File: config.mk
export PLATFORM = sky130hd
export DESIGN_NAME = uart_rx
export DESIGN_NICKNAME = d
export VERILOG_FILES = /design/src/rtl/ramio_pkg.sv /design/src/rtl/uart_rx.sv
export SDC_FILE = /design/constraint.sdc
export NUM_CORES = 1
export LEC_CHECK = 0
export BUFFER_PORTS_ARGS = -buffer_cell sky130_fd_sc_hd__buf_4
export CORE_MARGIN = 2
export CORE_UTILIZATION = 40
export CTS_CLUSTER_DIAMETER = 50
export DETAILED_ROUTE_END_ITERATION = 10
export MAX_ROUTING_LAYER = met4
export PLACE_DENSITY_LB_ADDON = 0.2
export SYNTH_ARGS = -nofsm -noshare
export SYNTH_HDL_FRONTEND = slang
export SYNTH_SLANG_ARGS = --single-unit
export TNS_END_PERCENT = 1
File: constraint.sdc
create_clock -name clk -period 1.98 [get_ports clk]
set_input_delay 0.396 -clock clk [delete_from_list [all_inputs] [get_ports clk]]
set_output_delay 0.396 -clock clk [all_outputs]
set_load 0.01 [all_outputs]
File: src/rtl/ramio_pkg.sv
// ----------------------------------------------------------
// shared types and constants of the bus bridge
// I/O addresses sit at the top of the map, all else is RAM
// RAM aliases every RAM_WORDS*4 bytes, no range check
// ----------------------------------------------------------
package ramio_pkg;

  // client bus word, data and address
  typedef logic [31:0] word_t;

  // bit 2 sign extend, low bits 01 byte, 10 half, 11 word
  typedef logic [2:0] read_type_t;

  // 01 byte, 10 half, 11 word, 00 no write
  typedef logic [1:0] write_type_t;

  // one write enable per byte lane
  typedef logic [3:0] byte_en_t;

  // led levels, 0 is lit
  typedef logic [3:0] led_t;

  // memory-mapped I/O
  localparam word_t ADDR_LED      = 32'hffff_fffc;
  localparam word_t ADDR_UART_OUT = 32'hffff_fff8;
  localparam word_t ADDR_UART_IN  = 32'hffff_fff4;

  // on-chip RAM geometry
  localparam int RAM_WORDS   = 256;
  localparam int RAM_INDEX_W = $clog2(RAM_WORDS);
  typedef logic [RAM_INDEX_W-1:0] ram_index_t;

  // uart bit time in clocks, kept small for simulation
  localparam int CLKS_PER_BIT = 16;
  localparam int BAUD_CNT_W   = $clog2(CLKS_PER_BIT);
  typedef logic [BAUD_CNT_W-1:0] baud_cnt_t;

  // uart words read as this when empty
  localparam word_t UART_IDLE = 32'hffff_ffff;

endpackage

File: src/rtl/uart_rx.sv
// ----------------------------------------------------------
// 8N1 receiver, samples each bit at mid period
// listens only while go is high
// data_ready holds until go drops
// ----------------------------------------------------------
`timescale 1ns/1ns

module uart_rx import ramio_pkg::*; (
  input  logic       clk,
  input  logic       rst_n,
  input  logic       rx,
  input  logic       go,
  output logic [7:0] data,
  output logic       data_ready
);

  typedef enum logic [2:0] {ST_IDLE, ST_START, ST_DATA, ST_STOP, ST_READY} rx_state_t;

  rx_state_t  state;
  logic [1:0] rx_sync;
  logic       rx_prev;
  baud_cnt_t  clk_cnt;
  logic [2:0] bit_cnt;

  assign data_ready = state == ST_READY;

  // two-flop sync plus previous level for edge detect
  always_ff @(posedge clk) begin
    if (!rst_n) begin
      rx_sync <= 2'b11;
      rx_prev <= 1'b1;
    end else begin
      rx_sync <= {rx_sync[0], rx};
      rx_prev <= rx_sync[1];
    end
  end

  always_ff @(posedge clk) begin
    if (!rst_n) begin
      state   <= ST_IDLE;
      clk_cnt <= '0;
      bit_cnt <= '0;
    end else begin
      case (state)
        ST_IDLE: if (go && rx_prev && !rx_sync[1]) begin
          clk_cnt <= '0;
          state   <= ST_START;
        end
        // half a bit in, still low or a glitch
        ST_START: if (clk_cnt == baud_cnt_t'(CLKS_PER_BIT / 2 - 1)) begin
          clk_cnt <= '0;
          bit_cnt <= '0;
          state   <= rx_sync[1] ? ST_IDLE : ST_DATA;
        end else begin
          clk_cnt <= clk_cnt + 1'b1;
        end
        // lsb first, one full bit apart
        ST_DATA: if (clk_cnt == baud_cnt_t'(CLKS_PER_BIT - 1)) begin
          clk_cnt <= '0;
          data    <= {rx_sync[1], data[7:1]};
          bit_cnt <= bit_cnt + 3'd1;
          if (bit_cnt == 3'd7) state <= ST_STOP;
        end else begin
          clk_cnt <= clk_cnt + 1'b1;
        end
        // stop level is not checked
        ST_STOP: if (clk_cnt == baud_cnt_t'(CLKS_PER_BIT - 1)) begin
          state <= ST_READY;
        end else begin
          clk_cnt <= clk_cnt + 1'b1;
        end
        default: if (!go) state <= ST_IDLE;
      endcase
    end
  end

endmodule

==> impl_metrics.env <==
export IMPL_worstSkewPairLatency_ns=0.31
export IMPL_synthCells=97
export IMPL_port_buffer_count=12
export IMPL_timing_worst_setup_path_type="flop to flop"
export IMPL_relSlewSlack_pct=71.5
export IMPL_antenna_left=0
export IMPL_cp_max_fo=6
export IMPL_cts_max_level=1
export IMPL_netlist_area_um2=982
export IMPL_synth_edf_count=8
export IMPL_die_w_um=53.6
export IMPL_power_density_mw_per_mm2=759
export IMPL_yosys_area_top_type_share_pct=26.5
export IMPL_drv_slew=0
export IMPL_grtUsageMet1_pct=18.5
export IMPL_grt_max_degree=18
export IMPL_rsz0062_at_grt="false"
export IMPL_hold_violations=0
export IMPL_drc_errors=0
export IMPL_yosysSeqAreaShare_pct=51.0
export IMPL_cts_repair_resized=0
export IMPL_num_io_pins=13
export IMPL_grt_ovfl_total=0
export IMPL_nNetsFinal=120
export IMPL_cp_data_arrival_time_ns=2.11
export IMPL_drv_cap=0
export IMPL_antenna_found_initial=0
export IMPL_grt_busiest_layer="met2"
export IMPL_postSynthNetCount=104
export IMPL_synth_ff_type="dfxtp_1"
export IMPL_cts_sinks=21
export IMPL_initial_core_util_pct=43.2
export IMPL_grt_pass1_wl_um=3070
export IMPL_hold_path_class="primary input to flop"
export IMPL_wl_um=1780
export IMPL_critical_path_max_stage_delay_ns=0.50
export IMPL_core_mm2=0.00228
export IMPL_viasPerCell=5.49
export IMPL_power_leakage_uw=0.000413
export IMPL_synth_distinct_cells=37
export IMPL_clk_path_buf_depth=2
export IMPL_detail_route_wl_per_cell_um=12.7
export IMPL_dieArea_mm2=0.00287
export IMPL_setup_viol=0
export IMPL_final_cell_count_no_fill=140
export IMPL_grt_util_all_layers_pct=15.7
export IMPL_fp_dieH_um=53.6
export IMPL_synth_area_leader_cell="dfxtp_1"
export IMPL_synth_seq_cells=21
export IMPL_cts_tree="yes"
export IMPL_crit_path_top_delay_cell="or4_1"
export IMPL_hpwl_um=1260
export IMPL_required_ns=2.23
export IMPL_yosys_warnings=0
export IMPL_syn_to_final_growth_pct=16.8
export IMPL_ctsRootBufferMaster="clkbuf_4"
export IMPL_tns_ns=0
export IMPL_power_uw=870
export IMPL_place_inst=136
export IMPL_fin_util_pct=50.4
export IMPL_diodes=0
export IMPL_period_share_pct=94.1
export IMPL_status="completed"
export IMPL_use_met2_pct=24.5
export IMPL_tightest_slew_ns=0.427
export IMPL_async_flop_share_pct=0
export IMPL_gp_congestion=0.843
export IMPL_grt_pass1_vias=713
export IMPL_syn_area_per_cell_um2=10.1
export IMPL_cp_cell_sequence="ha_1 > and3_4 > a221o_1 > or4_1 > a21boi_1"
export IMPL_finalClockSkew_ns=0.00551
export IMPL_dr_total_vias=769
export IMPL_startpoint_type="flop"
export IMPL_postCtsHoldBufs=0
export IMPL_fmax_mhz=537
export IMPL_postCtsSetupBuffers=0
export IMPL_peakVddDrop_uv=505
export IMPL_cp_end_kind="flop"
export IMPL_cts_buffers=3
export IMPL_grt_use_met3_pct=2.50
export IMPL_num_rows=17
export IMPL_synth_area_leaders="dfxtp_1 (26%), edfxtp_1 (24%), ha_1 (3.8%), nand3_1 (3.6%), nand2b_1 (3.2%)"
export IMPL_firstDrtPassIters=4
export IMPL_fin_crit_ns=1.86
export IMPL_drive_above_1_share_pct=23.2
export IMPL_drtIter0Drc=15
export IMPL_cts_clk_slew_worst_paths_ns=0.12
==> critical path, delay by kind of cell (launching register included) <==
kind	cells	cell delay, ns
flops	1	0.36
simple gates	2	0.71
fa+ha+maj	1	0.28
compound gates	2	0.45
==> final timing paths <==
kind	startpoint	slack, ns	endpoint	cells past startpoint
min	rx	0.26	rx_sync[0]	2
min reg2reg	rx_sync[0]	0.43	rx_sync[1]	1
max	clk_cnt[0]	0.12	clk_cnt[0]	5
max reg2reg	clk_cnt[0]	0.12	clk_cnt[0]	5
==> routing by layer <==
layer | vias up | share of wire (%)
met5 | - | 0
met2 | 21 | 46
li1 | 387 | -
met4 | 0 | 2.8
met1 | 355 | 46
met3 | 6 | 4.8
==> sequential cells by signal, indices dropped and copies added, names as in the netlist <==
signal	cells
bit_cnt	3
clk_cnt	4
data	8
rx_prev	1
rx_sync	2
state	3
==> Yosys cell counts, types with 2 or more instances <==
cell,number
dfxtp_1,13
edfxtp_1,8
nand2_1,8
nand3_1,7
nand2b_1,5
o21ai_0,5
clkbuf_1,4
nor2b_1,4
ha_1,3
inv_1,3
nand3b_1,3
nor2_1,3
a211oi_1,2
a21boi_0,2
a21oi_1,2
and2_1,2
mux2i_1,2
o31ai_1,2
==> stage by stage <==
step                      area, um^2  setup slack [ns]  hold slack, ns
after floorplan                  982             0.185           0.386
after detailed placement        1120             0.135           0.397
after global routing            1150            0.0157           0.250
after CTS                       1150             0.108           0.250
final                           1150             0.117           0.260
after global placement          1120             0.197           0.402
==> logic make-up (layout without fill, tap and decap cells) <==
family	Yosys count	in the layout	share of synthesized area [%]
flip-flops	21	21	51.0
multiplexers	2	2	2.04
adder cells (fa/ha/maj)	3	3	3.82
buffers and inverters	8	23	3.18
AO/OA/AOI/OAI	22	22	16.2
AND/OR/NAND/NOR	41	41	23.8
==> cell type report <==
| type | count | area (um^2) |
|---|---|---|
| clock buffer | 3 | 22.5 |
| clock inverter | 1 | 7.51 |
| fill | 212 | 1130 |
| inverter | 3 | 11.3 |
| multi-input combinational | 68 | 450 |
| sequential | 21 | 500 |
| tap | 28 | 35.0 |
| timing repair buffer | 16 | 120 |
==> power breakdown <==
part           leakage [uW]  switching, uW  total (uW)  internal [uW]
Clock             0.0000139            139         216           77.1
Sequential         0.000177           20.1         480            460
Combinational      0.000222           90.6         175           84.2
==> cell usage in the layout, fill, tap and decap left out, types with 2 or more instances in the layout <==
cell	Yosys	routed
buf_4	0	16
dfxtp_1	13	13
nand2_1	8	8
edfxtp_1	8	8
nand3_1	7	7
nand2b_1	5	5
o21ai_0	5	5
nor2b_1	4	4
inv_1	3	3
nor2_1	3	3
nand3b_1	3	3
ha_1	3	3
clkbuf_4	0	3
mux2i_1	2	2
o31ai_1	2	2
and2_1	2	2
a211oi_1	2	2
a21boi_0	2	2
a21oi_1	2	2
No activity file was read; power rests on OpenSTA's default activity.
