`src/rtl/ramio_pkg.sv`:
```
// ----------------------------------------------------------
// shared types and constants of the bus bridge
// I/O addresses sit at the top of the map, all else is RAM
// RAM aliases every RAM_WORDS*4 bytes, no range check
// ----------------------------------------------------------
package ramio_pkg;

  // client bus word, data and address
  typedef logic [31:0] word_t;

  // bit 2 sign extend, low bits 01 byte, 10 half, 11 word
  typedef logic [2:0] read_type_t;

  // 01 byte, 10 half, 11 word, 00 no write
  typedef logic [1:0] write_type_t;

  // one write enable per byte lane
  typedef logic [3:0] byte_en_t;

  // led levels, 0 is lit
  typedef logic [3:0] led_t;

  // memory-mapped I/O
  localparam word_t ADDR_LED      = 32'hffff_fffc;
  localparam word_t ADDR_UART_OUT = 32'hffff_fff8;
  localparam word_t ADDR_UART_IN  = 32'hffff_fff4;

  // on-chip RAM geometry
  localparam int RAM_WORDS   = 256;
  localparam int RAM_INDEX_W = $clog2(RAM_WORDS);
  typedef logic [RAM_INDEX_W-1:0] ram_index_t;

  // uart bit time in clocks, kept small for simulation
  localparam int CLKS_PER_BIT = 16;
  localparam int BAUD_CNT_W   = $clog2(CLKS_PER_BIT);
  typedef logic [BAUD_CNT_W-1:0] baud_cnt_t;

  // uart words read as this when empty
  localparam word_t UART_IDLE = 32'hffff_ffff;

endpackage

```
`src/rtl/ramio_if.sv`:
```
// ----------------------------------------------------------
// internal links of the bridge: bus front to RAM and to I/O
// all strobes are levels, valid while the client holds enable
// ----------------------------------------------------------
`timescale 1ns/1ns

// word RAM port, rdata valid one cycle after en
interface mem_if import ramio_pkg::*; ();
  logic       en;
  ram_index_t index;
  word_t      wdata;
  byte_en_t   be;
  word_t      rdata;

  modport host (output en, index, wdata, be, input rdata);
  modport ram (input en, index, wdata, be, output rdata);
endinterface

// I/O register port
interface io_if import ramio_pkg::*; ();
  logic  wr_led;
  logic  wr_uart_out;
  logic  rd_uart_in;
  word_t wdata;
  word_t uart_out_word;
  word_t uart_in_word;

  modport host (output wr_led, wr_uart_out, rd_uart_in, wdata,
                input uart_out_word, uart_in_word);
  modport regs (input wr_led, wr_uart_out, rd_uart_in, wdata,
                output uart_out_word, uart_in_word);
endinterface

```
`src/rtl/bus_front.sv`:
```
// ----------------------------------------------------------
// client bus decode and lane conversion
// misaligned half word: write dropped, read gives zero
// misaligned word uses the whole word
// ----------------------------------------------------------
`timescale 1ns/1ns

module bus_front import ramio_pkg::*; (
  input  logic        clk,
  input  logic        rst_n,
  input  logic        enable,
  input  read_type_t  read_type,
  input  write_type_t write_type,
  input  word_t       address,
  input  word_t       data_in,
  output word_t       data_out,
  output logic        data_out_ready,
  mem_if.host         mem,
  io_if.host          io
);

  logic        is_led;
  logic        is_uart_out;
  logic        is_uart_in;
  logic        is_io;
  logic        is_read;
  logic        is_write;
  logic        ram_acc;
  logic        ram_seen;
  logic [7:0]  rd_byte;
  logic [15:0] rd_half;

  // ---------------------------------------------------------
  // decode
  // ---------------------------------------------------------
  assign is_led      = address == ADDR_LED;
  assign is_uart_out = address == ADDR_UART_OUT;
  assign is_uart_in  = address == ADDR_UART_IN;
  assign is_io       = is_led || is_uart_out || is_uart_in;
  assign is_read     = read_type != '0;
  assign is_write    = write_type != '0;
  assign ram_acc     = enable && !is_io && (is_read || is_write);

  // io strobes, levels while enable held
  assign io.wr_led      = enable && is_write && is_led;
  assign io.wr_uart_out = enable && is_write && is_uart_out;
  assign io.rd_uart_in  = enable && is_read && is_uart_in;
  assign io.wdata       = data_in;

  // ram access seen, holds until enable drops
  always_ff @(posedge clk) begin
    if (!rst_n) begin
      ram_seen <= 1'b0;
    end else if (!enable) begin
      ram_seen <= 1'b0;
    end else if (ram_acc) begin
      ram_seen <= 1'b1;
    end
  end

  // one ram cycle per access, rdata then holds
  assign mem.en    = ram_acc && !ram_seen;
  assign mem.index = address[RAM_INDEX_W+1:2];

  // io answers at once, ram one cycle later
  assign data_out_ready = enable && (is_io || ram_seen);

  // ---------------------------------------------------------
  // write lanes
  // ---------------------------------------------------------
  always_comb begin
    mem.be    = '0;
    mem.wdata = data_in;
    case (write_type)
      2'b01: begin
        mem.be    = byte_en_t'(4'b0001 << address[1:0]);
        mem.wdata = {4{data_in[7:0]}};
      end
      2'b10: begin
        // only offsets 0 and 2
        mem.be    = address[0] ? 4'b0000 : (address[1] ? 4'b1100 : 4'b0011);
        mem.wdata = {2{data_in[15:0]}};
      end
      2'b11: mem.be = 4'b1111;
      default: mem.be = '0;
    endcase
  end

  // ---------------------------------------------------------
  // read mux
  // ---------------------------------------------------------
  assign rd_byte = mem.rdata[{address[1:0], 3'b000} +: 8];
  assign rd_half = mem.rdata[{address[1], 4'b0000} +: 16];

  always_comb begin
    data_out = '0;
    if (enable && is_read) begin
      if (is_uart_out) begin
        data_out = io.uart_out_word;
      end else if (is_uart_in) begin
        data_out = io.uart_in_word;
      end else if (!is_led) begin
        case (read_type[1:0])
          2'b01: data_out = {{24{read_type[2] & rd_byte[7]}}, rd_byte};
          2'b10: data_out = address[0] ? '0 : {{16{read_type[2] & rd_half[15]}}, rd_half};
          default: data_out = mem.rdata;
        endcase
      end
    end
  end

endmodule

```
`src/flat_wrapper.sv`:
```
// flat-port wrapper written by rule: the top's interface ports become plain ports
module bus_front_flat import ramio_pkg::*;
  (clk, rst_n, enable, read_type, write_type, address, data_in, data_out, data_out_ready, mem_en, mem_index, mem_wdata, mem_be, mem_rdata, io_wr_led, io_wr_uart_out, io_rd_uart_in, io_wdata, io_uart_out_word, io_uart_in_word);
  mem_if mem_i ();
  io_if io_i ();
  input  logic clk;
  input  logic rst_n;
  input  logic enable;
  input  read_type_t read_type;
  input  write_type_t write_type;
  input  word_t address;
  input  word_t data_in;
  output word_t data_out;
  output logic data_out_ready;
  output wire logic [$bits(mem_i.en)-1:0] mem_en;
  output wire logic [$bits(mem_i.index)-1:0] mem_index;
  output wire logic [$bits(mem_i.wdata)-1:0] mem_wdata;
  output wire logic [$bits(mem_i.be)-1:0] mem_be;
  input wire logic [$bits(mem_i.rdata)-1:0] mem_rdata;
  output wire logic [$bits(io_i.wr_led)-1:0] io_wr_led;
  output wire logic [$bits(io_i.wr_uart_out)-1:0] io_wr_uart_out;
  output wire logic [$bits(io_i.rd_uart_in)-1:0] io_rd_uart_in;
  output wire logic [$bits(io_i.wdata)-1:0] io_wdata;
  input wire logic [$bits(io_i.uart_out_word)-1:0] io_uart_out_word;
  input wire logic [$bits(io_i.uart_in_word)-1:0] io_uart_in_word;
  assign mem_en = mem_i.en;
  assign mem_index = mem_i.index;
  assign mem_wdata = mem_i.wdata;
  assign mem_be = mem_i.be;
  assign mem_i.rdata = mem_rdata;
  assign io_wr_led = io_i.wr_led;
  assign io_wr_uart_out = io_i.wr_uart_out;
  assign io_rd_uart_in = io_i.rd_uart_in;
  assign io_wdata = io_i.wdata;
  assign io_i.uart_out_word = io_uart_out_word;
  assign io_i.uart_in_word = io_uart_in_word;
  bus_front u_core (.clk(clk), .rst_n(rst_n), .enable(enable), .read_type(read_type), .write_type(write_type), .address(address), .data_in(data_in), .data_out(data_out), .data_out_ready(data_out_ready), .mem(mem_i), .io(io_i));
endmodule
```
`config.mk`:
```
export PLATFORM = sky130hd
export DESIGN_NAME = bus_front_flat
export DESIGN_NICKNAME = d
export VERILOG_FILES = /design/src/rtl/ramio_pkg.sv /design/src/rtl/ramio_if.sv /design/src/rtl/bus_front.sv /design/src/flat_wrapper.sv
export SDC_FILE = /design/constraint.sdc
export NUM_CORES = 1
export LEC_CHECK = 0
export ABC_AREA = 0
export ABC_CLOCK_PERIOD_IN_PS = 2300
export BUFFER_PORTS_ARGS = -buffer_cell sky130_fd_sc_hd__buf_2
export CAP_MARGIN = 0
export CORE_AREA = 4 4 106 108
export CTS_CLUSTER_DIAMETER = 40
export CTS_CLUSTER_SIZE = 20
export DETAILED_ROUTE_END_ITERATION = 16
export DIE_AREA = 0 0 110 112
export GPL_TIMING_DRIVEN = 0
export PLACE_DENSITY = 0.6
export SKIP_CTS_REPAIR_TIMING = 1
export SLEW_MARGIN = 10
export SYNTH_ARGS = -nofsm -noshare
export SYNTH_HDL_FRONTEND = slang
export SYNTH_SLANG_ARGS = --single-unit
export TNS_END_PERCENT = 5
```
`constraint.sdc`:
```
create_clock -name clk -period 2.3 [get_ports clk]
set_input_delay 0.345 -clock clk [delete_from_list [all_inputs] [get_ports clk]]
set_output_delay 0.345 -clock clk [all_outputs]
set_load 0.03 [all_outputs]
```
==> impl_metrics.tcl <==
set metrics [dict create \
    status "finished, violations left" \
    failed_checks "setup timing" \
    yosysTopAreaCellShare_pct 14.3 \
    firstDrtPassIters 5 \
    worst_setup_path_start_kind "input port" \
    path_clk_slew_ns 0 \
    drv_slew 0 \
    synthFlopType "dfxtp_1" \
    core_area_mm2 0.0102 \
    die_h_um 112 \
    multi_input_area_mm2 0.00242 \
    p_per_area_mw_per_mm2 254 \
    hold_path.class "register to register" \
    maxCapViolCount 0 \
    worstPathMaxFanout 6 \
    finalWeightedCongestion 0.877 \
    synthToLayoutAreaGrowth_pct 96.7 \
    antenna_found_initial 2 \
    synth_most_common_cell "a21oi_1" \
    cpPeakStageDelay_ns 0.37 \
    clk_latency_ns 0 \
    synth-edff-count 0 \
    finalCritPeriodShare_pct 103 \
    nNetsFinal 896 \
    setup_viol 17 \
    seq_area_frac_synth_pct 0.780 \
    fmax_ghz 0.423 \
    synth.distinct_cells 45 \
    yosysWarnings 0 \
    arrival_ns 2.02 \
    largest_reg_flops 1 \
    max-slew-margin-rel_pct 55.3 \
    grt_remaining_overflow 0 \
    synthCells 423 \
    path_cells "buf_2 -> nand4_1 -> nor4_4 -> buf_6 -> buf_12 -> nand2_4 -> or3_1 -> a21oi_1 -> buf_2" \
    synth.area.mux_share_pct 4.34 \
    holdWs_ns 0.457 \
    dpl_cell_area_mm2 0.00422 \
    synth-adder-area-share_pct 3.41 \
    vias_per_cell 5.12 \
    netlist_top_cells_count "63 x a21oi_1, 58 x nor2_1, 49 x buf_4, 28 x clkbuf_1, 21 x a22oi_1" \
    regArea_um2 20.0 \
    routedWlPerCell_um 18.3 \
    syn-cell-area_mm2 0.00257 \
    post_route_cells_drive_above_1_share_pct 62.9 \
    rows 37 \
    grt_pass1_wl_mm 21.0 \
    fin_ws_ns -0.0659 \
    p_leak_nw 2.52 \
    worst_slew_pin_slew_ns 0.671 \
    synth_area_leaders "buf_4 14%, a21oi_1 12%, nor2_1 8.5%" \
    irDropWorstVdd_v 0.000115 \
    vias 4389 \
    synth_compound_area_share_pct 39.0 \
    die-area_mm2 0.0123 \
    crit_type "input port to output port" \
    postLayoutCellArea_mm2 0.00505 \
    wirelength_mm 15.7 \
    hold_viol 0 \
    synth_xor_area_share_pct 0 \
    syn-num-nets 598 \
    pre_cts_ws_ns -0.696 \
    worst-path-buf-inv 4 \
    grt_setup_unrepaired "true" \
    fin_crit_ns 2.37 \
    critPathSlowestCell "or3_1" \
    ys_ff_latch 1 \
    path_delay_family "simple AND/OR/NAND/NOR gates" \
    hpwl_mm 12.7 \
    power_mw 1.29 \
    synthSimpleGateAreaFrac_pct 29.5 \
    synth_top_family_by_area "compound AO/OA/AOI/OAI gates" \
    fin_skew_ns 0 \
    initial_core_util_pct 25.1 \
    grt_max_degree 11 \
    reg_top3 "u_core.ram_seen x1" \
    synth_area_per_cell_um2 6.07 \
    ant_nets 0 \
    port_buffers 279 \
    grtUsageTotal_pct 21.6 \
    synth_top_area_cell "buf_4" \
    crit_top_cell "buf_2" \
    worstSetupEndpointType "output port" \
    async_flop_share_pct 0 \
    die_w_um 110 \
    critical_path_required_ns 1.96 \
    grt_pass1_vias 4089 \
    io_pins 281 \
    top_register "u_core.ram_seen" \
    drt_iter0_drc 262 \
    fillerInstances 1054 \
    drc 0 \
]
==> stage by stage <==
stage | instances | setup TNS (ns) | utilization [%]
2_1_floorplan | 423 | -3.20 | -
3_3_place_gp | 838 | -16.44 | 41.2
3_5_place_dp | 838 | -18.76 | 41.2
4_1_cts | 838 | -18.88 | 41.2
5_1_grt | 857 | -2.71 | 49.4
6_report | 857 | -0.354 | 49.4
==> where the power goes <==
part | switching, mW | internal (mW)
Sequential | 0.000761 | 0.0187
Clock | 0 | 0.000000116
Combinational | 0.751 | 0.514
==> kinds of logic after synthesis <==
family,after synthesis
fa+ha+maj,7
mux,11
buf+inv,103
flops,1
compound gates,150
simple gates,151
==> worst register-to-register path, stage by stage (launching register included) <==
cell and delay, ns:
dfxtp_1 0.33, inv_1 0.05, a21oi_1 0.10
==> cells in the final DEF, fill, tap and decap left out, types with 8 or more instances in the layout <==
| cell | n |
|---|---|
| buf_6 | 24 |
| a22o_1 | 8 |
| a21oi_2 | 10 |
| nor2_1 | 54 |
| clkbuf_4 | 9 |
| nand3_1 | 13 |
| mux2i_1 | 8 |
| clkbuf_2 | 11 |
| nor2b_1 | 10 |
| inv_1 | 16 |
| a21oi_1 | 48 |
| a22oi_1 | 21 |
| or3_4 | 9 |
| buf_2 | 251 |
| nand2_1 | 13 |
| nor3_2 | 8 |
| buf_4 | 72 |
| o22ai_1 | 15 |
==> final timing paths <==
kind | to | slack, ns | depth (start not counted) | from
max | data_out[20] | -0.07 | 9 | address[5]
min reg2reg | u_core.ram_seen | 0.46 | 2 | u_core.ram_seen
max reg2reg | u_core.ram_seen | 1.75 | 2 | u_core.ram_seen
min | u_core.ram_seen | 0.46 | 2 | u_core.ram_seen
==> layout make-up <==
cell class | instances | area share [%]
diodes | 2 | 0.0991
plain buffers | 81 | 12.1
inverters | 19 | 1.49
multi-input cells | 320 | 47.9
flip-flops and latches | 1 | 0.396
well taps | 136 | 3.37
repair buffers | 298 | 34.7
==> layer usage <==
layer  wire length, um  part of all wire [%]  GRT usage, %  up-vias
li1                  -                     -             -     2107
met1              5760                    37          25.2     1997
met2              8330                    53          42.2      267
met3              1330                   8.5          1.39       18
met4               233                   1.5          3.66        0
met5                 0                     0             0        -
Note: power is estimated with default switching activity, not from simulation.
