--- src/rtl/ramio_pkg.sv ---
// ----------------------------------------------------------
// shared types and constants of the bus bridge
// I/O addresses sit at the top of the map, all else is RAM
// RAM aliases every RAM_WORDS*4 bytes, no range check
// ----------------------------------------------------------
package ramio_pkg;

  // client bus word, data and address
  typedef logic [31:0] word_t;

  // bit 2 sign extend, low bits 01 byte, 10 half, 11 word
  typedef logic [2:0] read_type_t;

  // 01 byte, 10 half, 11 word, 00 no write
  typedef logic [1:0] write_type_t;

  // one write enable per byte lane
  typedef logic [3:0] byte_en_t;

  // led levels, 0 is lit
  typedef logic [3:0] led_t;

  // memory-mapped I/O
  localparam word_t ADDR_LED      = 32'hffff_fffc;
  localparam word_t ADDR_UART_OUT = 32'hffff_fff8;
  localparam word_t ADDR_UART_IN  = 32'hffff_fff4;

  // on-chip RAM geometry
  localparam int RAM_WORDS   = 256;
  localparam int RAM_INDEX_W = $clog2(RAM_WORDS);
  typedef logic [RAM_INDEX_W-1:0] ram_index_t;

  // uart bit time in clocks, kept small for simulation
  localparam int CLKS_PER_BIT = 16;
  localparam int BAUD_CNT_W   = $clog2(CLKS_PER_BIT);
  typedef logic [BAUD_CNT_W-1:0] baud_cnt_t;

  // uart words read as this when empty
  localparam word_t UART_IDLE = 32'hffff_ffff;

endpackage

--- src/rtl/uart_tx.sv ---
// ----------------------------------------------------------
// 8N1 serializer, CLKS_PER_BIT clocks per bit
// data sampled once when go is seen while idle
// waits for go low before the next frame
// ----------------------------------------------------------
`timescale 1ns/1ns

module uart_tx import ramio_pkg::*; (
  input  logic       clk,
  input  logic       rst_n,
  input  logic       go,
  input  logic [7:0] data,
  output logic       busy,
  output logic       tx
);

  typedef enum logic [1:0] {ST_IDLE, ST_SHIFT, ST_DONE} tx_state_t;

  tx_state_t  state;
  baud_cnt_t  clk_cnt;
  logic [3:0] bit_cnt;
  logic [8:0] shreg;

  // busy from the accepting cycle until the stop bit ends
  assign busy = (state == ST_SHIFT) || (state == ST_IDLE && go);

  always_ff @(posedge clk) begin
    if (!rst_n) begin
      state   <= ST_IDLE;
      tx      <= 1'b1;
      clk_cnt <= '0;
      bit_cnt <= '0;
      shreg   <= '1;
    end else begin
      case (state)
        ST_IDLE: if (go) begin
          // start bit now, data and stop bit queued
          tx      <= 1'b0;
          shreg   <= {1'b1, data};
          clk_cnt <= '0;
          bit_cnt <= '0;
          state   <= ST_SHIFT;
        end
        ST_SHIFT: if (clk_cnt == baud_cnt_t'(CLKS_PER_BIT - 1)) begin
          clk_cnt <= '0;
          if (bit_cnt == 4'd9) begin
            state <= ST_DONE;
          end else begin
            tx      <= shreg[0];
            shreg   <= {1'b1, shreg[8:1]};
            bit_cnt <= bit_cnt + 4'd1;
          end
        end else begin
          clk_cnt <= clk_cnt + 1'b1;
        end
        // handshake tail
        default: if (!go) state <= ST_IDLE;
      endcase
    end
  end

endmodule

--- config.mk ---
export PLATFORM = sky130hd
export DESIGN_NAME = uart_tx
export DESIGN_NICKNAME = d
export VERILOG_FILES = /design/src/rtl/ramio_pkg.sv /design/src/rtl/uart_tx.sv
export SDC_FILE = /design/constraint.sdc
export NUM_CORES = 1
export LEC_CHECK = 0
export BUFFER_PORTS_ARGS = -buffer_cell sky130_fd_sc_hd__buf_4
export CAP_MARGIN = 20
export CORE_ASPECT_RATIO = 0.6
export CORE_MARGIN = 10
export CORE_UTILIZATION = 30
export DETAILED_ROUTE_END_ITERATION = 8
export PLACE_DENSITY = 0.56
export REMOVE_ABC_BUFFERS = 1
export SETUP_SLACK_MARGIN = 0.4
export SYNTH_ARGS = -nofsm -noshare
export SYNTH_HDL_FRONTEND = slang
export SYNTH_SLANG_ARGS = --single-unit
--- constraint.sdc ---
create_clock -name clk -period 3.1 [get_ports clk]
set_input_delay 0.155 -clock clk [delete_from_list [all_inputs] [get_ports clk]]
set_output_delay 0.155 -clock clk [all_outputs]
set_load 0.05 [all_outputs]
==> metrics.md, run 1 <==
| Metric | Value |
|---|---|
| Critical Setup Path Class | `reg -> reg` |
| Total DRC errors in the routed layout | `0` |
| Routed via count divided by cell count | `roughly 4.8` |
| Yosys top cell by area | `dfxtp_1` |
| DRT iter0 DRCs | `68` |
| Final Net Count | `142` |
| Number of endpoints failing setup at the final stage | `0` |
| Die boundary height | `roughly 64 um` |
| Resize count post-CTS | `0` |
| Top-area cell type share of the netlist area | `0.3923` |
| Count of vias placed by the detailed router | `805` |
| Clock period minus worst slack | `a little under 2000 ps` |
| Leading post-synthesis cells by cell area | `dfxtp_1 39%, nor2_1 6.6%, nand2_1 6.2%` |
| Layout fillers | `320` |
| Quantity of hold-fixing buffers added after cts | `0` |
| Total half-perimeter wirelength after legalization and detailed placement | `approximately 1500 um` |
| Sequential standard cell area | `~380 um^2` |
| Post-Synthesis Cell Area | `just under 1000 um^2` |
| Clock Pin Slew Worst Setup and Hold Paths | `70 ps` |
| Core Footprint | `roughly 3000 um^2` |
| Die outline area | `about 6000 um^2` |
| Number of synthesized register bits | `19` |
| Fmax | `512.1 MHz` |
| Terminus of the critical flop-to-flop path | `bit_cnt[2]` |
| Number of buffer and inverter instances along the worst setup path | `1` |
| Hold Path Class | `in -> reg` |
| GRT overflow | `0` |
| TritonCTS clock tree | `yes` |
| Part of the cycle the worst path needs | `0.6299` |
| 1st-pass router iterations | `4` |
| Sequential cell area fraction in the yosys report | `0.3923` |
| Final cell count without fillers | `about 170` |
| Antenna-violating nets left | `0` |
| Critical Path Start Type | `register` |
| Setup repair after global routing missed its margin | `false` |
| Critical Path Slowest Stage Cell | `a211oi_4` |
| Warning count from the yosys run | `0` |
| Post-synth EDFFs | `0` |
| Psw | `around 0.14 mW` |
| Post-placement cell area | `around 1100 um^2` |
| Sequential cell fraction of total power | `0.519` |
| Setup TNS | `0 ps` |
| Largest net degree at the start of global routing | `23` |
| Cells along the critical path | `inv_1, ha_1, and4b_1, a211oi_4, o21ai_2, a32o_1` |
| Kind of end point of the critical path | `register` |
| Maximum Capacitance Violations | `0` |
| Hold Slack | `156.3 ps` |
| Most common cell after layout, fill and taps aside | `dfxtp_1` |
| Switching share of power | `0.2620` |
| R2R Path Start | `bit_cnt[1]` |
| Max Clock Skew | `about 1.2 ps` |
| Number of global-route vias before repair | `between 700 and 800` |
| Global-route wire length before repair | `3767 um` |
| Highest-count cells in the layout ignoring fill and taps | `19 x dfxtp_1, 17 x nor2_1, 16 x nand2_1, 12 x buf_4, 10 x o21ai_0` |
| Worst path required time | `approximately 3300 ps` |
| Setup slack on the worst flop-to-flop path | `approximately 1100 ps` |
| Number of cells traversed by the worst register-to-register path | `6` |
| Transition time of the tightest slew-check pin | `about 780 ps` |
| Io pins | `13` |
| CTS H-Tree Depth | `1` |
| Status | `completed` |
| Width of the chip | `93.40 um` |
| Combinational group share of total power | `0.157` |
| Arrival time of data at the critical path endpoint | `2100 ps` |
| Endpoint of the worst hold path | `state[1]` |
| Final Total Pwr | `0.5178 mW` |
| Growth of design area from synthesis to finish | `14.84%` |
| Number of clock buffers inserted by TritonCTS | `3` |
| Area occupied by multi-input gates | `roughly 530 um^2` |
| WL final | `approximately 2100 um` |
| Cell at the root of the clock tree | `clkbuf_8` |
| Relative max-transition margin | `0.4811` |
| Clk buf depth | `2` |
| Starting density of the core | `0.3249` |
| Aggregate global-route resource usage | `0.07513` |
| DP Cell Count | `165` |
| ANT cells | `0` |
| Static leakage | `between 0.4 and 0.5 nW` |
| IO buf count | `12` |
| Cell count after synthesis | `around 120` |
| Kind of cell adding the most delay to the critical path | `compound AO/OA/AOI/OAI gates` |
| Wire length per cell | `about 12 um` |
| Buffer count from post-CTS setup fixing | `0` |
| Clock Latency Late Sink | `250 ps` |
| Share of synthesized registers carrying an async set or reset | `0` |
| Fraction of final layout cells sized beyond drive strength 1 | `0.1496` |
| Primary FF master, synth | `dfxtp_1` |
| Internal power summed over all cells | `roughly 0.38 mW` |
| Synthesized area per cell | `between 8 and 9 um^2` |
| Routability-driven placement congestion ratio | `~0.76` |
| Number of instances on the worst hold path | `3` |
| Min-delay src | `go` |
| Crit-path max cell delay | `630 ps` |
| Sink Count | `19` |
| Number of cell rows | `15` |
| Cell area power density | `about 470 nW/um^2` |
| Max-slew violation count | `0` |
| Clk pwr share | `0.324` |
| Antenna violations before repair | `0` |
| Final count of hold timing violations | `0` |
| VDD IR max | `around 0.17 mV` |
| Post-route cell area | `1114 um^2` |
| Number of distinct library cell variants in the gate-level netlist after synthesis | `32` |
| Highest net fanout along the worst path | `22` |
state kept, by name (all words and copies together) (netlist names):
signal,flops
tx,1
state,2
bit_cnt,4
clk_cnt,4
shreg,8
cell type report:
class / instances / share of cell area
Clock buffer: 4 / 0.04045
Inverter: 4 / 0.01348
Multi-Input combinational cell: 88 / 0.4764
Sequential cell: 19 / 0.3416
Tap cell: 42 / 0.04719
Timing Repair Buffer: 12 / 0.08090
power by group through the flow:
stage | Combinational, mW | Clock (mW) | Sequential [mW]
2_1_floorplan | 0.0493 | 0 | 0.276
3_3_place_gp | 0.0799 | 0 | 0.273
3_5_place_dp | 0.0820 | 0 | 0.274
4_1_cts | 0.0827 | 0.177 | 0.269
5_1_grt | 0.0919 | 0.185 | 0.271
6_report | 0.0811 | 0.168 | 0.269
how the worst max path moves through the flow:
| stage | endpoint | depth (start not counted) | startpoint | slack (ps) |
|---|---|---|---|---|
| after floorplan | bit_cnt[2] | 5 | clk_cnt[0] | 1380 |
| after global placement | bit_cnt[2] | 6 | bit_cnt[1] | 1200 |
| after detailed placement | bit_cnt[2] | 6 | bit_cnt[1] | 1150 |
| after CTS | bit_cnt[2] | 6 | bit_cnt[1] | 1130 |
| after global routing | shreg[2] | 4 | state[0] | 960 |
| final | bit_cnt[2] | 6 | bit_cnt[1] | 1150 |
metrics by stage:
step | util | setup WS, ps
floorplan | - | 1379
global placement | 0.3581 | 1195
detailed placement | 0.3581 | 1150
CTS | 0.3732 | 1130
global route | 0.3732 | 955.4
finish | 0.3732 | 1147
tightest hold or removal path: cells and delay by family:
kind                   cells  cell delay (ps)
buffers and inverters      1              100
AOI/OAI and AO/OA          1               50
and+or+nand+nor            1               70
kinds of logic (layout without fill, tap and decap cells):
kind of cell | after synthesis | in the layout | synth area share
adders and majority gates | 3 | 3 | 0.03871
AOI/OAI and AO/OA | 21 | 21 | 0.1497
DFF | 19 | 19 | 0.3923
buffers and inverters | 11 | 20 | 0.06064
muxes | 3 | 3 | 0.03226
xor gates and xnor gates | 2 | 2 | 0.01807
and+or+nand+nor | 59 | 59 | 0.3084
cell usage after synthesis, drive strengths merged (3+ instances only):
cell and instances:
and3 7, buf 5, dfxtp 19, ha 3, inv 4, nand2 16, nand2b 3, nand3 7
nor2 17, o21ai 11
per-layer routing:
metal  vias to the layer above  global-route usage  share of wire
li1                        421                   -              -
met1                       369             0.09735           0.51
met2                        11              0.1090           0.44
met3                         4             0.02681          0.029
met4                         0             0.03257          0.020
met5                         -                   0              0
(Power assumes the default switching activity.)
==> inputs of run 2 (changes only) <==
ABC_AREA = 1   (was unset)
clock period = 1.82 ns   (was 3.1 ns; I/O delays follow)
==> run 2 against run 1 <==
Compared with the run above: sequential share of layout area shrank 3.1 points; critical endpoint is now bit_cnt[0]; combinational power grew to 12 times the previous value; worst setup slack lost 660 ps; critical path depth grew 2; largest power group is now combinational logic.
==> metrics.md, run 2 <==
| Metric | Value |
|---|---|
| Largest net degree at the start of global routing | `15 (-35%)` |
| Transition time of the tightest slew-check pin | `388.8 ps (-387.1 ps)` |
| Top-area cell type share of the netlist area | `0.3712 (-0.02107)` |
| Most flop-heavy register | `shreg` |
| CTS H-Tree Depth | `1 (unchanged)` |
| Status | `completed` |
| Cell count after synthesis | `146 (+24%)` |
| Static leakage | `0.5557 nW (+17%)` |
| Antenna-violating nets left | `0 (unchanged)` |
| Sequential standard cell area | `385.4 um^2 (+1.3%)` |
| Post-Synthesis Cell Area | `1025 um^2 (+5.7%)` |
| Placement-stage worst setup slack | `352.8 ps (-797.4 ps)` |
| Critical Setup Path Class | `reg -> reg` |
| Primary FF master, synth | `dfxtp_1` |
| Count of vias placed by the detailed router | `893 (+11%)` |
| Most common cell after layout, fill and taps aside | `nand2_1` |
| TritonCTS clock tree | `yes` |
| Post-placement cell area | `1140 um^2 (+6.7%)` |
| Wire length per cell | `10.39 um (-15%)` |
| DP Cell Count | `199 (+21%)` |
| Clk buf depth | `2 (unchanged)` |
| Final count of hold timing violations | `0 (unchanged)` |
| Antenna violations before repair | `0 (unchanged)` |
| Max-slew violation count | `0 (unchanged)` |
| IO buf count | `12 (unchanged)` |
| Sink Count | `19 (unchanged)` |
| Starting density of the core | `0.3140 (-0.01091)` |
| Maximum Capacitance Violations | `0 (unchanged)` |
| Leading post-synthesis cells by cell area | `dfxtp_1 37%, nand2_1 21%, nand3_1 6.3%` |
| Core Footprint | `3263 um^2 (+9.4%)` |
| Cell at the root of the clock tree | `clkbuf_8` |
| Final cell count without fillers | `206 (+22%)` |
| Hold Slack | `45.00 ps (-111.3 ps)` |
| VDD IR max | `0.6026 mV (+260%)` |
| Fmax | `751.2 MHz (+47%)` |
| Layout fillers | `339 (+5.9%)` |
| Final Total Pwr | `1.961 mW (+280%)` |
| Number of synthesized register bits | `19 (unchanged)` |
| Number of global-route vias before repair | `819 (+2.8%)` |
| Number of distinct library cell variants in the gate-level netlist after synthesis | `25 (-22%)` |
| Highest net fanout along the worst path | `8 (-64%)` |
| Setup TNS | `0 ps (unchanged)` |
| Synthesized area per cell | `7.019 um^2 (-15%)` |
| Total half-perimeter wirelength after legalization and detailed placement | `1565 um (+3.4%)` |
| Arrival time of data at the critical path endpoint | `1520 ps (-580 ps)` |
| Growth of design area from synthesis to finish | `21.00%` |
| Post-synth top cells | `58 x nand2_1, 19 x dfxtp_1, 13 x nand3_1` |
| Regs by FF count | `shreg x8, bit_cnt x4, clk_cnt x4` |
| Hold Path Class | `in -> reg` |
| Kind of end point of the critical path | `register` |
| WL final | `2140 um (+4.1%)` |
| Post-route cell area | `1240 um^2 (+11%)` |
| Crit path setup slack, layout | `488.8 ps (-658.4 ps)` |
| 1st-pass router iterations | `4 (unchanged)` |
| Part of the cycle the worst path needs | `0.7314 (+0.1015)` |
| Routed via count divided by cell count | `4.335 (-9.0%)` |
| Relative max-transition margin | `0.7381 (+0.2570)` |
| Area occupied by multi-input gates | `583.1 um^2 (+9.9%)` |
| Cell area power density | `1582 nW/um^2 (+240%)` |
| Routability-driven placement congestion ratio | `0.7856 (+2.9%)` |
| Total DRC errors in the routed layout | `0 (unchanged)` |
| Fraction of final layout cells sized beyond drive strength 1 | `0.2422 (+0.09263)` |
| Width of the chip | `95.45 um (+2.2%)` |
| Yosys top cell by area | `dfxtp_1` |
| Io pins | `13 (unchanged)` |
| GRT overflow | `0 (unchanged)` |
| Clock Latency Late Sink | `260 ps (about the same)` |
| Highest-count cells in the layout ignoring fill and taps | `58 x nand2_1, 15 x dfxtp_1, 15 x buf_4, 12 x nand3_1, 10 x nor2_1` |
| Setup repair after global routing missed its margin | `false` |
| Final Net Count | `176 (+24%)` |
| Die boundary height | `65.27 um (+1.9%)` |
| Share of synthesized registers carrying an async set or reset | `0 (unchanged)` |
| Number of flip-flops in the largest register | `8 (unchanged)` |
| Number of clock buffers inserted by TritonCTS | `3 (unchanged)` |
| Number of cell rows | `16 (+1)` |
| Warning count from the yosys run | `0 (unchanged)` |
| Sequential cell area fraction in the yosys report | `0.3712 (-0.02107)` |
| Clock Pin Slew Worst Setup and Hold Paths | `70 ps (about the same)` |
| Critical Path Start Type | `register` |
| DRT iter0 DRCs | `58 (-15%)` |
| Worst path required time | `2010 ps (-1240 ps)` |
| Clock period minus worst slack | `1331 ps (-621.6 ps)` |
| Post-synth EDFFs | `0 (unchanged)` |
| Aggregate global-route resource usage | `0.07228 (-0.002851)` |
| Cell with the most instances after synthesis | `nand2_1` |
| ANT cells | `0 (unchanged)` |
| Final core occ | `0.3800 (+0.006819)` |
| Global-route wire length before repair | `3677 um (-2.4%)` |
| Die outline area | `6230 um^2 (+4.2%)` |
| Max Clock Skew | `5.740 ps (+4.499 ps)` |
| Number of endpoints failing setup at the final stage | `0 (unchanged)` |
run 2: kinds of logic (layout without fill, tap and decap cells):
family                     Yosys count  count (layout)  synth area share
AOI/OAI and AO/OA                   14              14           0.07815
xor gates and xnor gates             2               2           0.01710
adders and majority gates            3               3           0.03663
buffers and inverters               15              30           0.07447
DFF                                 19              19            0.3712
and+or+nand+nor                     93              93            0.4225
run 2: area by class of cell:
type,count,share of cell area
Multi-Input combinational cell,112,0.4702
Sequential cell,19,0.3108
Timing Repair Buffer,16,0.1070
Tap cell,45,0.04541
Clock buffer,4,0.03633
Inverter,10,0.03027
run 2: where the power goes:
group / switching, mW / internal [mW] / leakage (nW)
Combinational: 0.609 / 0.395 / 0.375
Sequential: 0.101 / 0.559 / 0.158
Clock: 0.142 / 0.156 / 0.0228
Total: 0.852 / 1.11 / 0.556
run 2: path summary, 6_finish.rpt:
check | from | to | slack [ps] | depth (start not counted)
hold reg to reg | shreg[4] | shreg[4] | 450 | 2
hold / removal | data[7] | shreg[7] | 40 | 3
setup / recovery | clk_cnt[0] | bit_cnt[0] | 490 | 8
setup reg to reg | clk_cnt[0] | bit_cnt[0] | 490 | 8
run 2: repair_timing:
action,4_1_cts,5_1_grt
setup buffers,2,1
gates cloned,0,0
setup endpoints to repair,3,12
hold buffers,0,0
pin swaps,1,1
gates resized for setup,0,7
run 2: critical path, stage by stage, from the launching register on:
cell and delay, ps:
dfxtp_2 350, ha_2 200, nand3_2 100, nand2_4 100, nand2_4 60, nor2_4 110
buf_4 160, nand2_1 60, a21oi_1 120
run 2: layer usage:
layer  vias up  part of all wire  GRT usage
met5         -                 0          0
met4         0            0.0028    0.01648
met3         2             0.051    0.03401
met2        21              0.41     0.1008
met1       382              0.54    0.09761
li1        488                 -          -
==> inputs of run 3 (changes only) <==
PLACE_DENSITY = 0.58   (was 0.56)
clock period = 1.1 ns   (was 1.82 ns; I/O delays follow)
==> run 3 against run 2 <==
Compared with the run above: combinational power rose to 2.5 times the previous value; power increased by 110%; via count is 15% higher; largest power group unchanged; critical path depth is 1 lower; the run now ends with negative setup slack left; routed wire length rose by 26%; final area is 24% higher; sequential cell count unchanged; sequential power grew 71%; critical path type unchanged; die area stayed put; first-iteration DRC count rose by 3.4%; hold slack worse by 34 ps; clock power is 63% higher.
==> metrics.md, run 3 (same netlist as run 2, synthesis figures left out) <==
| Metric | Value |
|---|---|
| Status | `complete, but fails checks` |
| Violated checks | `negative setup slack` |
| Hold Path Class | `in -> reg` |
| DRT iter0 DRCs | `60 (+3.4%)` |
| Routability-driven placement congestion ratio | `0.7973 (+1.5%)` |
| GRT overflow | `0 (unchanged)` |
| Number of cells traversed by the worst register-to-register path | `7 (-1)` |
| Critical Setup Path Class | `reg -> reg` |
| Max-slew violation count | `0 (unchanged)` |
| Clock period minus worst slack | `1267 ps (-63.74 ps)` |
| Total DRC errors in the routed layout | `0 (unchanged)` |
| Placement-stage worst setup slack | `-246.1 ps (-599.0 ps)` |
| CTS H-Tree Depth | `1 (unchanged)` |
| Hold Slack | `10.61 ps (-34.39 ps)` |
| Die boundary height | `65.27 um (unchanged)` |
| Setup slack on the worst flop-to-flop path | `-170 ps (-660 ps)` |
| Fmax | `789.0 MHz (+5.0%)` |
| Aggregate global-route resource usage | `0.08255 (+0.01027)` |
| Setup repair after global routing missed its margin | `true` |
| Routed via count divided by cell count | `4.592 (+5.9%)` |
| Quantity of hold-fixing buffers added after cts | `0 (unchanged)` |
| Part of the cycle the worst path needs | `1.152 (+0.4208)` |
| Kind of end point of the critical path | `register` |
| Cells along the critical path | `inv_4, nor2_4, nand2_4, buf_12, nand3_4, nand2_1, a21oi_2` |
| Crit path setup slack, layout | `-167.4 ps (-656.3 ps)` |
| Antenna-violating nets left | `0 (unchanged)` |
| Crit path to | `bit_cnt[0]` |
| IO buf count | `12 (unchanged)` |
| Number of buffer and inverter instances along the worst setup path | `2 (+1)` |
| TritonCTS clock tree | `yes` |
| Highest net fanout along the worst path | `12 (+4)` |
| Final Net Count | `193 (+9.7%)` |
| Terminus of the critical flop-to-flop path | `bit_cnt[0]` |
| Io pins | `13 (unchanged)` |
| Clock Latency Late Sink | `260 ps (about the same)` |
| Most common cell after layout, fill and taps aside | `nand2_1` |
| Highest-count cells in the layout ignoring fill and taps | `49 x nand2_1, 24 x buf_4, 12 x dfxtp_1, 11 x nand3_1, 9 x nor2_1` |
| Die outline area | `6230 um^2 (unchanged)` |
| Number of cell rows | `16 (unchanged)` |
| Arrival time of data at the critical path endpoint | `1460 ps (-60 ps)` |
| Critical Path Start Type | `register` |
| Largest net degree at the start of global routing | `15 (unchanged)` |
| Core Footprint | `3263 um^2 (unchanged)` |
| WL final | `2691 um (+26%)` |
| Global-route wire length before repair | `4209 um (+14%)` |
| Wire length per cell | `12.07 um (+16%)` |
| Starting density of the core | `0.3140 (unchanged)` |
| ANT cells | `0 (unchanged)` |
| Sink Count | `19 (unchanged)` |
| Crit path from | `state[0]` |
| Growth of design area from synthesis to finish | `50.06%` |
| VDD IR max | `0.9474 mV (+57%)` |
| R2R Path Start | `state[0]` |
| Count of vias placed by the detailed router | `1024 (+15%)` |
| Static leakage | `0.6733 nW (+21%)` |
| Width of the chip | `95.45 um (unchanged)` |
| Most flop-heavy register | `shreg` |
| Clock Pin Slew Worst Setup and Hold Paths | `70 ps (about the same)` |
| Antenna violations before repair | `0 (unchanged)` |
| Fraction of final layout cells sized beyond drive strength 1 | `0.4494 (+0.2072)` |
| Kind of cell adding the most delay to the critical path | `simple AND/OR/NAND/NOR gates` |
| Total half-perimeter wirelength after legalization and detailed placement | `1780 um (+14%)` |
| Cell area power density | `2684 nW/um^2 (+70%)` |
| Maximum Capacitance Violations | `0 (unchanged)` |
| Clk buf depth | `2 (unchanged)` |
| Relative max-transition margin | `0.7979 (+0.05978)` |
| Worst path required time | `1290 ps (-720 ps)` |
| Number of global-route vias before repair | `922 (+13%)` |
| Number of endpoints failing setup at the final stage | `19 (+19)` |
| Transition time of the tightest slew-check pin | `302.9 ps (-85.90 ps)` |
| Max Clock Skew | `4.006 ps (-1.734 ps)` |
| Final count of hold timing violations | `0 (unchanged)` |
| Number of flip-flops in the largest register | `8 (unchanged)` |
| Number of clock buffers inserted by TritonCTS | `3 (unchanged)` |
| Logic depth of the worst path, buffers included | `7 (-1)` |
| Crit-path max cell delay | `390 ps (+40 ps)` |
| 1st-pass router iterations | `4 (unchanged)` |
| Critical Path Slowest Stage Cell | `dfxtp_4` |
| Cell at the root of the clock tree | `clkbuf_8` |
| Regs by FF count | `shreg x8, bit_cnt x4, clk_cnt x4` |
==> run 3: tightest hold or removal path: cells and delay by family <==
kind,cells,cell delay [ps]
buffers and inverters,1,80
AOI/OAI and AO/OA,1,50
and+or+nand+nor,1,50
==> run 3: how the worst min path moves through the flow <==
| stage | startpoint | end | slack (ps) | cells after the start |
|---|---|---|---|---|
| 3_5_place_dp | data[7] | shreg[7] | 280 | 3 |
| 5_1_grt | data[7] | shreg[7] | 20 | 3 |
| 4_1_cts | data[7] | shreg[7] | 7 | 3 |
| 3_3_place_gp | data[7] | shreg[7] | 280 | 3 |
| 2_1_floorplan | rst_n | shreg[7] | 140 | 1 |
| 6_report | data[7] | shreg[7] | 10 | 3 |
==> run 3: metal layers <==
metal | global-route usage | vias to the layer above | share of wire
met3 | 0.03628 | 4 | 0.060
met4 | 0.01465 | 0 | 0.0045
li1 | - | 528 | -
met5 | 0 | - | 0
met2 | 0.1381 | 17 | 0.47
met1 | 0.09690 | 475 | 0.46
==> run 3: through the flow <==
step / setup TNS, ps / cells / instance area, um^2 / util / power [mW]
final: -2064 / 223 / 1538 / 0.4712 / 4.128
after global routing: -3414 / 223 / 1538 / 0.4712 / 4.443
after CTS: -2578 / 220 / 1441 / 0.4417 / 3.842
after detailed placement: -3280 / 213 / 1257 / 0.3854 / 2.906
after global placement: -2550 / 213 / 1257 / 0.3854 / 2.865
after floorplan: -3878 / 141 / 985.9 / - / 2.228
==> run 3: cell type report <==
class | count | area (um^2)
Tap cell | 45 | 56.30
Multi-Input combinational cell | 112 | 681.9
Inverter | 10 | 40.04
Clock buffer | 4 | 45.04
Fill cell | 301 | 1725
Sequential cell | 19 | 394.1
Timing Repair Buffer | 33 | 320.3
==> run 3: what timing repair did <==
item	in CTS	in global routing
setup buffers	2	3
resized for setup	26	27
setup endpoints to repair	21	21
hold endpoints to repair	0	0
gates cloned	1	0
pin swaps	13	10
==> run 3: where the power goes <==
part | switching, mW | internal (mW)
Combinational | 1.32 | 1.19
Clock | 0.228 | 0.258
Sequential | 0.185 | 0.942
